[src/include/crc_ahb_settings.svh]
// bus widths, register offsets, crc seed and polynomial defines
`ifndef CRC_AHB_SETTINGS_SVH
`define CRC_AHB_SETTINGS_SVH

// bus widths
`define AHB_DATA_W      64          // ahb data bus, two 32b lanes
`define AHB_ADDR_W      32
`define CLIENT_DATA_W   32          // register side is word wide
`define CLIENT_ADDR_W   12          // 4k register window

// register map, byte offsets on the client bus
`define REG_CTRL        12'h000     // bit 0 init pulse, reads 0
`define REG_SEED        12'h004     // rw
`define REG_DATA        12'h008     // wo, one word per write
`define REG_RESULT      12'h00C     // ro, inverted crc
`define REG_STATUS      12'h010     // ro, busy and byte count

// status field positions
`define STATUS_BUSY_BIT 0
`define STATUS_CNT_LSB  16

// crc-32, reflected form of 0x04c11db7
`define SEED_RESET      32'hFFFF_FFFF
`define CRC_POLY        32'hEDB8_8320

`endif

[src/hdl/crc_ahb_pkg.sv]
// crc_ahb_pkg with bus vector typedefs, ahb enums, register select and engine state
`include "crc_ahb_settings.svh"

package crc_ahb_pkg;

    // ahb side vectors
    typedef logic [`AHB_ADDR_W-1:0]    ahb_addr_t;
    typedef logic [`AHB_DATA_W-1:0]    ahb_data_t;

    // client side vectors
    typedef logic [`CLIENT_ADDR_W-1:0] client_addr_t;
    typedef logic [`CLIENT_DATA_W-1:0] client_data_t;

    typedef logic [31:0] crc_t;        // running crc value
    typedef logic [15:0] byte_cnt_t;   // bytes since init, wraps

    // hresp, ahb-lite only uses okay and error
    typedef enum logic {
        H_OKAY  = 1'b0,
        H_ERROR = 1'b1
    } hresp_e;

    // htrans encodings
    typedef enum logic [1:0] {
        IDLE   = 2'b00,
        BUSY   = 2'b01,
        NONSEQ = 2'b10,
        SEQ    = 2'b11
    } htrans_e;

    // decoded register
    typedef enum logic [2:0] {
        SEL_CTRL,
        SEL_SEED,
        SEL_DATA,
        SEL_RESULT,
        SEL_STATUS,
        REG_NONE                       // unmapped offset
    } reg_sel_e;

    typedef enum logic {
        ENG_IDLE,
        ENG_RUN                        // one byte per clock
    } eng_state_e;

endpackage

[src/hdl/client_bus_if.sv]
// client_bus_if, word bus between the ahb front end and the register block
`timescale 1ns/10ps

interface client_bus_if;

    logic                      dv;     // transfer in data phase
    logic                      write;
    crc_ahb_pkg::client_addr_t addr;
    crc_ahb_pkg::client_data_t wdata;  // lane selected, zero extended
    logic                      hld;    // stall, combinational
    logic                      err;    // illegal access, combinational
    crc_ahb_pkg::client_data_t rdata;

    // ahb front end side
    modport slv (
        output dv, write, addr, wdata,
        input  hld, err, rdata
    );

    // register block side
    modport regs (
        input  dv, write, addr, wdata,
        output hld, err, rdata
    );

endinterface

[src/hdl/ahb_slv_sif.sv]
// ahb_slv_sif, ahb-lite slave front end onto the client bus
`timescale 1ns/10ps
`include "crc_ahb_settings.svh"

module ahb_slv_sif (
    input  logic                   hclk,
    input  logic                   hreset_n,

    // ahb-lite slave
    input  crc_ahb_pkg::ahb_addr_t haddr_i,
    input  crc_ahb_pkg::ahb_data_t hwdata_i,
    input  logic                   hsel_i,
    input  logic                   hwrite_i,
    input  logic                   hready_i,
    input  crc_ahb_pkg::htrans_e   htrans_i,
    input  logic [2:0]             hsize_i,
    output crc_ahb_pkg::hresp_e    hresp_o,
    output logic                   hreadyout_o,
    output crc_ahb_pkg::ahb_data_t hrdata_o,

    // register side
    client_bus_if.slv              cb
);

    logic                      addr_phase;  // accepted address phase this cycle
    logic                      err_f;       // second error cycle
    logic [2:0]                size;        // captured hsize
    crc_ahb_pkg::client_data_t lane;        // 32b half of hwdata

    // only nonseq and seq carry a transfer
    assign addr_phase = hsel_i & hready_i &
                        ((htrans_i == crc_ahb_pkg::NONSEQ) |
                         (htrans_i == crc_ahb_pkg::SEQ));

    // address phase capture
    always_ff @(posedge hclk or negedge hreset_n) begin
        if (!hreset_n) begin
            cb.dv    <= 1'b0;
            cb.write <= 1'b0;
            cb.addr  <= '0;
        end else begin
            if (hready_i) begin
                cb.dv <= addr_phase;  // dv holds while data phase stalls
            end
            if (addr_phase) begin
                cb.addr  <= haddr_i[`CLIENT_ADDR_W-1:0];
                cb.write <= hwrite_i;
            end
        end
    end

    // transfer size for the data phase
    always_ff @(posedge hclk) begin
        if (addr_phase) begin
            size <= hsize_i;
        end
    end

    // write data lane, addr bit 2 picks the upper word
    assign lane = cb.addr[2] ? hwdata_i[`AHB_DATA_W-1:`CLIENT_DATA_W]
                             : hwdata_i[`CLIENT_DATA_W-1:0];

    always_comb begin
        unique case (size) inside
            3'b000:  cb.wdata = {{(`CLIENT_DATA_W-8){1'b0}}, lane[7:0]};    // byte
            3'b001:  cb.wdata = {{(`CLIENT_DATA_W-16){1'b0}}, lane[15:0]};  // halfword
            default: cb.wdata = lane;                                      // word
        endcase
    end

    // read data back on the same lane
    assign hrdata_o = cb.addr[2] ? {cb.rdata, {`CLIENT_DATA_W{1'b0}}}
                                 : {{`CLIENT_DATA_W{1'b0}}, cb.rdata};

    // two cycle error tracking
    // set after the first error cycle, cleared after the second
    always_ff @(posedge hclk or negedge hreset_n) begin
        if (!hreset_n) begin
            err_f <= 1'b0;
        end else begin
            err_f <= cb.err & ~err_f;
        end
    end

    always_comb begin : response_block
        hreadyout_o = 1'b1;
        hresp_o     = crc_ahb_pkg::H_OKAY;
        if (err_f) begin
            // second error cycle, complete with error
            hreadyout_o = 1'b1;
            hresp_o     = crc_ahb_pkg::H_ERROR;
        end else if (cb.err) begin
            // first error cycle, stall and flag
            hreadyout_o = 1'b0;
            hresp_o     = crc_ahb_pkg::H_ERROR;
        end else if (cb.dv & cb.hld) begin
            hreadyout_o = 1'b0;  // register side wait state
        end
    end

    // error response is the full two cycle sequence on a still live transfer
    err_two_cycle_a: assert property (@(posedge hclk) disable iff (!hreset_n)
        (hresp_o == crc_ahb_pkg::H_ERROR && !hreadyout_o)
        |=> (hresp_o == crc_ahb_pkg::H_ERROR && hreadyout_o && cb.dv));

endmodule

[src/hdl/crc_regs.sv]
// crc_regs, register decode, seed register, hold and error, engine strobes
`timescale 1ns/10ps
`include "crc_ahb_settings.svh"

module crc_regs (
    input  logic                      hclk,
    input  logic                      hreset_n,

    client_bus_if.regs                cb,

    // engine side
    input  logic                      busy_i,
    input  crc_ahb_pkg::crc_t         crc_i,
    input  crc_ahb_pkg::byte_cnt_t    byte_cnt_i,
    output logic                      start_o,
    output crc_ahb_pkg::client_data_t data_o,
    output logic                      init_o,
    output crc_ahb_pkg::crc_t         seed_o
);

    crc_ahb_pkg::reg_sel_e sel;
    crc_ahb_pkg::crc_t     seed_q;
    logic                  wr_done;     // write completes on this edge
    logic                  ro_write;    // write to a read-only register

    // address decode
    always_comb begin
        unique case (cb.addr)
            `REG_CTRL:   sel = crc_ahb_pkg::SEL_CTRL;
            `REG_SEED:   sel = crc_ahb_pkg::SEL_SEED;
            `REG_DATA:   sel = crc_ahb_pkg::SEL_DATA;
            `REG_RESULT: sel = crc_ahb_pkg::SEL_RESULT;
            `REG_STATUS: sel = crc_ahb_pkg::SEL_STATUS;
            default:     sel = crc_ahb_pkg::REG_NONE;
        endcase
    end

    assign ro_write = cb.write & ((sel == crc_ahb_pkg::SEL_RESULT) |
                                  (sel == crc_ahb_pkg::SEL_STATUS));

    // stall data writes and result reads until the engine drains
    assign cb.hld = cb.dv & busy_i &
                    (( cb.write & (sel == crc_ahb_pkg::SEL_DATA)) |
                     (~cb.write & (sel == crc_ahb_pkg::SEL_RESULT)));

    assign cb.err = cb.dv & ((sel == crc_ahb_pkg::REG_NONE) | ro_write);

    assign wr_done = cb.dv & cb.write & ~cb.hld & ~cb.err;

    // seed register
    always_ff @(posedge hclk or negedge hreset_n) begin
        if (!hreset_n) begin
            seed_q <= `SEED_RESET;
        end else if (wr_done && sel == crc_ahb_pkg::SEL_SEED) begin
            seed_q <= cb.wdata;  // sub-word writes arrive zero extended
        end
    end

    // engine strobes, single cycle, same cycle as completion
    assign start_o = wr_done & (sel == crc_ahb_pkg::SEL_DATA);
    assign data_o  = cb.wdata;
    assign init_o  = wr_done & (sel == crc_ahb_pkg::SEL_CTRL) & cb.wdata[0];
    assign seed_o  = seed_q;

    // read mux
    always_comb begin
        cb.rdata = '0;  // ctrl, data and unmapped read 0
        unique case (sel)
            crc_ahb_pkg::SEL_SEED:   cb.rdata = seed_q;
            crc_ahb_pkg::SEL_RESULT: cb.rdata = ~crc_i;  // final xor
            crc_ahb_pkg::SEL_STATUS: begin
                cb.rdata[`STATUS_BUSY_BIT]                   = busy_i;
                cb.rdata[`STATUS_CNT_LSB +: 16]              = byte_cnt_i;
            end
            default: ;
        endcase
    end

    // a stalled transfer is never an error and stays live through the stall
    hld_err_excl_a: assert property (@(posedge hclk) disable iff (!hreset_n)
        cb.hld |-> !cb.err ##1 (cb.dv && !cb.err));

    // data words only reach an idle engine, which then goes busy
    start_idle_a: assert property (@(posedge hclk) disable iff (!hreset_n)
        start_o |-> !busy_i ##1 busy_i);

endmodule

[src/hdl/crc_engine.sv]
// crc_engine, byte serial crc-32 with busy and byte count
`timescale 1ns/10ps
`include "crc_ahb_settings.svh"

module crc_engine (
    input  logic                      hclk,
    input  logic                      hreset_n,
    input  logic                      start_i,
    input  logic                      init_i,
    input  crc_ahb_pkg::client_data_t data_i,
    input  crc_ahb_pkg::crc_t         seed_i,
    output logic                      busy_o,
    output crc_ahb_pkg::crc_t         crc_o,
    output crc_ahb_pkg::byte_cnt_t    byte_cnt_o
);

    crc_ahb_pkg::eng_state_e   state;
    crc_ahb_pkg::crc_t         crc_q;
    crc_ahb_pkg::byte_cnt_t    byte_cnt_q;
    crc_ahb_pkg::client_data_t shift_q;   // word being consumed, lsb first
    logic [1:0]                step_q;    // byte index within the word

    // one byte through eight reflected polynomial steps
    function automatic crc_ahb_pkg::crc_t crc_byte(input crc_ahb_pkg::crc_t c,
                                                   input logic [7:0] b);
        crc_ahb_pkg::crc_t r;
        r = c ^ {24'b0, b};
        for (int i = 0; i < 8; i++) begin
            r = r[0] ? ((r >> 1) ^ `CRC_POLY) : (r >> 1);
        end
        return r;
    endfunction

    always_ff @(posedge hclk or negedge hreset_n) begin
        if (!hreset_n) begin
            state      <= crc_ahb_pkg::ENG_IDLE;
            crc_q      <= `SEED_RESET;
            byte_cnt_q <= '0;
            step_q     <= '0;
        end else if (init_i) begin
            state      <= crc_ahb_pkg::ENG_IDLE;  // init also aborts a word
            crc_q      <= seed_i;
            byte_cnt_q <= '0;
            step_q     <= '0;
        end else begin
            unique case (state)
                crc_ahb_pkg::ENG_IDLE: begin
                    if (start_i) begin
                        state  <= crc_ahb_pkg::ENG_RUN;
                        step_q <= '0;
                    end
                end
                crc_ahb_pkg::ENG_RUN: begin
                    crc_q      <= crc_byte(crc_q, shift_q[7:0]);
                    byte_cnt_q <= byte_cnt_q + 1'b1;
                    step_q     <= step_q + 1'b1;
                    if (step_q == 2'd3) begin
                        state <= crc_ahb_pkg::ENG_IDLE;  // four bytes done
                    end
                end
                default: state <= crc_ahb_pkg::ENG_IDLE;
            endcase
        end
    end

    // word shifter, low byte leaves first
    always_ff @(posedge hclk) begin
        if (start_i && state == crc_ahb_pkg::ENG_IDLE) begin
            shift_q <= data_i;
        end else if (state == crc_ahb_pkg::ENG_RUN) begin
            shift_q <= shift_q >> 8;
        end
    end

    assign busy_o     = (state == crc_ahb_pkg::ENG_RUN);
    assign crc_o      = crc_q;
    assign byte_cnt_o = byte_cnt_q;

    // ctrl and data are separate registers, never written together
    init_start_excl_a: assert property (@(posedge hclk) disable iff (!hreset_n)
        !(init_i && start_i));

endmodule

[src/hdl/crc_ahb_top.sv]
// crc_ahb_top, ahb-lite crc-32 accelerator top level
`timescale 1ns/10ps

module crc_ahb_top (
    input  logic                   hclk,
    input  logic                   hreset_n,

    // ahb-lite slave port
    input  crc_ahb_pkg::ahb_addr_t haddr_i,
    input  crc_ahb_pkg::ahb_data_t hwdata_i,
    input  logic                   hsel_i,
    input  logic                   hwrite_i,
    input  logic                   hready_i,
    input  crc_ahb_pkg::htrans_e   htrans_i,
    input  logic [2:0]             hsize_i,
    output crc_ahb_pkg::hresp_e    hresp_o,
    output logic                   hreadyout_o,
    output crc_ahb_pkg::ahb_data_t hrdata_o
);

    // regs to engine
    logic                      start;
    logic                      init;
    crc_ahb_pkg::client_data_t data;
    crc_ahb_pkg::crc_t         seed;
    logic                      busy;
    crc_ahb_pkg::crc_t         crc;
    crc_ahb_pkg::byte_cnt_t    byte_cnt;

    client_bus_if cb_if ();

    ahb_slv_sif ahb_slv_sif_i (
        .hclk        (hclk),
        .hreset_n    (hreset_n),
        .haddr_i     (haddr_i),
        .hwdata_i    (hwdata_i),
        .hsel_i      (hsel_i),
        .hwrite_i    (hwrite_i),
        .hready_i    (hready_i),
        .htrans_i    (htrans_i),
        .hsize_i     (hsize_i),
        .hresp_o     (hresp_o),
        .hreadyout_o (hreadyout_o),
        .hrdata_o    (hrdata_o),
        .cb          (cb_if.slv)
    );

    crc_regs crc_regs_i (
        .hclk       (hclk),
        .hreset_n   (hreset_n),
        .cb         (cb_if.regs),
        .busy_i     (busy),
        .crc_i      (crc),
        .byte_cnt_i (byte_cnt),
        .start_o    (start),
        .data_o     (data),
        .init_o     (init),
        .seed_o     (seed)
    );

    crc_engine crc_engine_i (
        .hclk       (hclk),
        .hreset_n   (hreset_n),
        .start_i    (start),
        .init_i     (init),
        .data_i     (data),
        .seed_i     (seed),
        .busy_o     (busy),
        .crc_o      (crc),
        .byte_cnt_o (byte_cnt)
    );

endmodule

[config.mk]
export PLATFORM = sky130hd
export DESIGN_NAME = crc_ahb_top
export DESIGN_NICKNAME = d
export VERILOG_FILES = /design/src/hdl/crc_ahb_pkg.sv /design/src/hdl/client_bus_if.sv /design/src/hdl/ahb_slv_sif.sv /design/src/hdl/crc_regs.sv /design/src/hdl/crc_engine.sv /design/src/hdl/crc_ahb_top.sv
export VERILOG_INCLUDE_DIRS = /design/src /design/src/include
export SDC_FILE = /design/constraint.sdc
export NUM_CORES = 1
export LEC_CHECK = 0
export ABC_AREA = 1
export BUFFER_PORTS_ARGS = -buffer_cell sky130_fd_sc_hd__buf_2
export CAP_MARGIN = 20
export CORE_MARGIN = 5
export CORE_UTILIZATION = 35
export CTS_BUF_LIST = sky130_fd_sc_hd__clkbuf_8
export CTS_CLUSTER_SIZE = 25
export DETAILED_ROUTE_END_ITERATION = 16
export PLACE_DENSITY = 0.57
export SYNTH_ARGS = -nofsm -noshare
export SYNTH_HDL_FRONTEND = slang
export SYNTH_SLANG_ARGS = --single-unit
[constraint.sdc]
create_clock -name hclk -period 3.3 [get_ports hclk]
set_input_delay 0.66 -clock hclk [delete_from_list [all_inputs] [get_ports hclk]]
set_output_delay 0.66 -clock hclk [all_outputs]
set_load 0.02 [all_outputs]
### Yosys cells after proc, flatten, opt, wreduce, memory -nomap -nowiden

Index checks and enable logic that the tools add are counted.

| cells by class | value |
|---|---|
| add/sub/neg operators | 2 |
| $mul | 0 |
| reductions and logical operators | 7 |
| div/mod/pow operators | 0 |
| equality and inequality tests | 14 |
| order comparisons | 0 |
| bitwise operators | 35 |
| shift-type cells | 0 |
| muxes and demuxes | 33 |

Operators by type and width:

| operator | count |
|---|---|
| 32-bit two-way mux | 13 |
| 13-bit NOT with 14-bit output | 8 |
| 64-bit two-way mux | 1 |
| 32-bit case mux with 2 select lines | 1 |
| 16-bit case mux with 3 select lines | 1 |
| 16-bit two-way mux | 2 |
| 32-bit NOT | 1 |
| 32-bit by 8-bit bitwise XOR with 32-bit output | 1 |
| 15-bit case mux with 2 select lines | 1 |
| 12-bit by 4-bit == test with 1-bit output (second input constant) | 2 |
| 16-bit by 1-bit adder with 16-bit output (second input constant) | 1 |
| 1-bit AND | 16 |
| 3-bit case mux with 5 select lines | 1 |
| 12-bit by 3-bit == test with 1-bit output (second input constant) | 1 |
| 12-bit by 5-bit == test with 1-bit output (second input constant) | 1 |
| 12-bit logical NOT | 1 |
| 1-bit two-way mux | 8 |
| 2-bit == test (second input constant) | 3 |
| 3-bit by 1-bit == test with 1-bit output (second input constant) | 2 |
| 3-bit by 2-bit == test with 1-bit output (second input constant) | 2 |
| 3-bit == test (second input constant) | 2 |
| 3-bit logical NOT | 2 |
| 1-bit NOT | 5 |
| 2-bit two-way mux | 2 |
| other kinds (8) | 13 |

| storage, ports and cells | value |
|---|---|
| flip-flop bits (word level) | 133 |
| output and inout bits | 66 |
| word-level logic and storage cells | 102 |
| memories | 0 |
| bits in read-only memories | 0 |
| bits in writable memories | 0 |
| latch bits | 0 |
| input port bits | 106 |

### Depth between registers and ports, before layout

| depth | value |
|---|---|
| depth in word-level cells | 19 |
| depth in mapped cells | 15 |
| mapped depth without buffers | 14 |

### By module

A second synthesis with hierarchy kept.

| unflattened totals | value |
|---|---|
| cells, all modules | 1169 |
| area, all modules | 8778.4 um^2 |

Modules (own cells, without submodules):

| module | instances | seq. area each (um^2) | area an instance (um^2) | cells an instance |
|---|---|---|---|---|
| crc_engine | 1 | 2277.2 | 4633.2 | 506 |
| crc_regs | 1 | 840.8 | 2361.0 | 332 |
| ahb_slv_sif | 1 | 465.4 | 1784.2 | 331 |

### Least setup slack after synthesis

No wires, ideal clock.

| timing path | value |
|---|---|
| path type | reg-to-output |
| start | reg ahb_slv_sif_i.cb.addr[0] |
| end | out hrdata_o[62] |
| arrival time | 1812 ps |
| buffers on the path | 1 |
| setup slack | 828 ps |
| data required time | 2640 ps |
| cell stages (with the launch flop) | 11 |
| cells stage by stage | dfrtp_1 inv_1 nand2_1 nor2_1 nand3_1 inv_1 nand2_1 nor2_1 inv_1 buf_2 o21ai_0 |

| on the way | value |
|---|---|
| longest elaborated chain between the ends | 5 |
| elaborated cells on any way between the ends | 11 |
| classes of those cells | 7 x eq/ne; 3 x mux; 1 x reduce/logical |

Ends and longest elaborated chain:

| what | line | source |
|---|---|---|
| from (decl) | client_bus_if.sv:16 | `output dv, write, addr, wdata,` |
| from (signal assigned) | ahb_slv_sif.sv:46 | `` cb.addr <= haddr_i[`CLIENT_ADDR_W-1:0]; `` |
| 12-bit by 5-bit == test with 1-bit output, or another cell as far along | crc_regs.sv:28 | `unique case (cb.addr)` |
| 3-bit case mux with 5 select lines (*) | crc_regs.sv:28 |  |
| 3-bit == test, or another cell as far along | crc_regs.sv:68 | `unique case (sel)` |
| 16-bit case mux with 3 select lines (*) | crc_regs.sv:68 |  |
| 64-bit two-way mux (*) | ahb_slv_sif.sv:72 | `` assign hrdata_o = cb.addr[2] ? {cb.rdata, {`CLIENT_DATA_W{1'b0}}} `` |
| to (decl) | crc_ahb_top.sv:18 | `output crc_ahb_pkg::ahb_data_t hrdata_o` |

Every way passes the cells marked *; elsewhere a longest branch is shown, timed or not.

### Final worst setup path

| timing path | value |
|---|---|
| start | reg ahb_slv_sif_i.cb.addr[10] |
| end | out hrdata_o[58] |

The elaborated chain is that of the path after synthesis.

==> flow_summary.ini <==
[yosys]
ys_ff_latch = 133
synth_top_cell_by_area = dfstp_2
synth_top_area_share_pct = 19.83
ys_seq_area_share_pct = 42.26
ys_warn_count = 0
async_flop_share_pct = 73.68
synthTopCellsByArea = dfstp_2 (20%), nand2_1 (17%), edfxtp_1 (12%)
syn_area_mm2 = 0.008479
synth-edff-count = 35
synth.distinct_cells = 43
avgSynthCellArea_um2 = 7.393
yosys-mux-area-fraction_pct = 0.8263
syn_inst = 1147
ys.flop_type = dfstp_2
yosys.area_share.simple_pct = 29.59
synth_compound_area_share_pct = 12.78
synth_top_family_by_area = simple AND/OR/NAND/NOR gates
synthAdderAreaFrac_pct = 0.2951
synth_xor_area_share_pct = 3.512

[pwr]
p_total_mw = 5.829
powerDensity_mw_per_mm2 = 591.1
irDropWorstVdd_v = 0.0002435
leakagePower_nw = 5.370

[place]
dp.cells = 1565
dp_hpwl_um = 17680
place_congestion = 0.8494
portBuffers = 135

[routing]
drt-initial-drc-count = 458
vias = 7638
drt-total-wl_um = 24160
route.detailed.drc = 2
viasPerCell = 4.780
drt-pass1-iter-count = 11
wire_per_inst_um = 15.12
detail-route-antenna-nets = 0

[floorplanning]
core_area_mm2 = 0.02411
pin_count = 172
die_h_um = 165.7
start_util_pct = 35.18
placementRows = 57
design.die.area_mm2 = 0.02744
die_x_um = 165.7

[worst_setup_path]
cp.depth = 13
rr_startpoint = ahb_slv_sif_i.cb.addr[2]
crit_fanout = 30
start_kind = register
crit_start = ahb_slv_sif_i.cb.addr[10]
r2r_end = crc_engine_i.shift_q[27]
setup.worst_path.class = register to primary output
cp_top_family = simple AND/OR/NAND/NOR gates
cp_slowest_stage_delay_ps = 370
path_buf_inv = 6
ff2ff_path_depth = 12
worstPathRequired_ps = 2640
arrival_ps = 2440
cp_cell_sequence = inv_1 > nand2_1 > nor2_4 > nand3_4 > inv_1 > nand2_1 > nor2_2 > inv_1 > buf_6 > o22ai_1 > inv_1 > nor2_1 > buf_2
reg2reg_slack_ps = 580
crit_end = hrdata_o[58]
crit_top_cell = inv_1
slowest_stage = dfrtp_1
worstSetupEndpointType = primary output

[cells_and_area]
area_growth_syn_to_layout_pct = 16.29
nets = 1369
fillers = 2563
antenna_cells = 0
multiInputGateArea_mm2 = 0.004086
stdcell_count = 1598
layout_commonest_cell = nand2_1
drive_above_1_share_pct = 23.78
layout_common_cells = nand2_1 (377), inv_1 (136), buf_2 (134), nand3_1 (114), o21ai_0 (74)
regArea_mm2 = 0.003585

[timing]
worst_slew_pin_slew_ps = 698.2
fin_setup_tns_ps = 0
fin_crit_ps = 3103
setup_viol_count_final = 0
finalHoldViolCount = 0
slew_viol_final = 0
fin_crit_sh_pct = 94.02
skew_ps = 8.517
slew_headroom_pct = 53.12
hold_slack_ps = 209.4
fmax_mhz = 322.3
rsz0062_at_grt = no

[status]
violations = design-rule violations
status = finished, violations left

[clock_tree]
cts_sinks = 133
htree_levels = 4
cts-root-buf = clkbuf_8
hold_buffers = 0
cts.path.max_buffers = 2
clk_latency_ps = 450
cts-buffers-inserted = 17
cts_tree = yes
cts.reportedPaths.clkPinSlew_ps = 70

[global_routing]
grt_usage_pct = 17.22
antenna_found_initial = 0
grt_pass1_vias = 7274
gr-total-overflow = 0
grt_pass1_wl_um = 38440
grt_max_degree = 56

[flow_run]
cap_violations = 0

[worst_hold_path]
hold_path.class = primary input to async pin
area by class of cell:
cell class,count,share of cell area [%]
Clock buffer,18,2.512
Clock inverter,14,1.979
Inverter,135,5.139
Multi-Input combinational cell,822,41.44
Sequential cell,133,36.35
Tap cell,324,4.111
Timing Repair Buffer,152,8.463
registers in the layout, indices dropped and copies added, names as in the netlist, 2 cells and up:
name                     cells
crc_regs_i.seed_o           32
crc_engine_i.crc_o          32
ahb_slv_sif_i.cb.addr       12
crc_engine_i.step_q          2
crc_engine_i.byte_cnt_o     16
crc_engine_i.shift_q        32
ahb_slv_sif_i.size           3
cells by family after synthesis:
family,Yosys count
compound gates,174
simple gates,590
fa+ha+maj,2
flops,133
mux,7
other cells,1
buf+inv,206
xor+xnor,34
Yosys cell counts (all sizes together) (2+ instances only):
| cell | count |
|---|---|
| xnor2 | 12 |
| o21ai | 113 |
| nand4 | 7 |
| o21a | 16 |
| mux2i | 7 |
| nand3b | 5 |
| clkbuf | 24 |
| nor3 | 3 |
| or2 | 5 |
| nand2 | 385 |
| dfstp | 64 |
| o22ai | 28 |
| inv | 134 |
| ha | 2 |
| buf | 47 |
| nor2 | 66 |
| a21oi | 12 |
| edfxtp | 35 |
| dfrtp | 34 |
| a21o | 2 |
| nand3 | 118 |
| xor2 | 22 |
where the power goes:
part	leakage, nW	switching (mW)	total [mW]	internal [mW]
clock network	0.239	0.660	1.56	0.904
registers	1.45	0.284	2.37	2.09
logic	3.68	1.21	1.89	0.686
metrics by stage:
step | util [%] | area [um2] | setup WS [ps]
final | 40.91 | 9861 | 197.5
after global routing | 40.91 | 9861 | 2.277
after CTS | 40.76 | 9824 | 25.81
after detailed placement | 38.90 | 9376 | 462.8
after global placement | 38.90 | 9376 | 504.8
after floorplan | - | 8532 | 828.5
worst min path at each step:
stage | start | to | slack [ps] | depth (start not counted)
final | hreset_n | ahb_slv_sif_i.cb.addr[8] | 210 | 1
after global routing | hreset_n | ahb_slv_sif_i.cb.addr[9] | 230 | 1
after CTS | hreset_n | ahb_slv_sif_i.cb.addr[8] | 210 | 1
after detailed placement | ahb_slv_sif_i.err_f | ahb_slv_sif_i.err_f | 420 | 1
after global placement | ahb_slv_sif_i.err_f | ahb_slv_sif_i.err_f | 410 | 1
after floorplan | hreset_n | ahb_slv_sif_i.cb.addr[0] | 360 | 0
per-layer routing:
layer,share of wire [%],up-vias,global-route usage (%)
li1,-,3878,-
met1,46,3521,23.37
met2,47,208,28.41
met3,4.6,31,2.955
met4,1.6,0,4.986
met5,0,-,0
repair_timing:
action	in CTS	in global routing
pin swaps	0	1
endpoints found under the setup margin	3	31
gates resized for setup	2	6
gates cloned	0	0
endpoints found under the hold margin	0	0
buffers inserted	0	1
(Power assumes the default switching activity.)
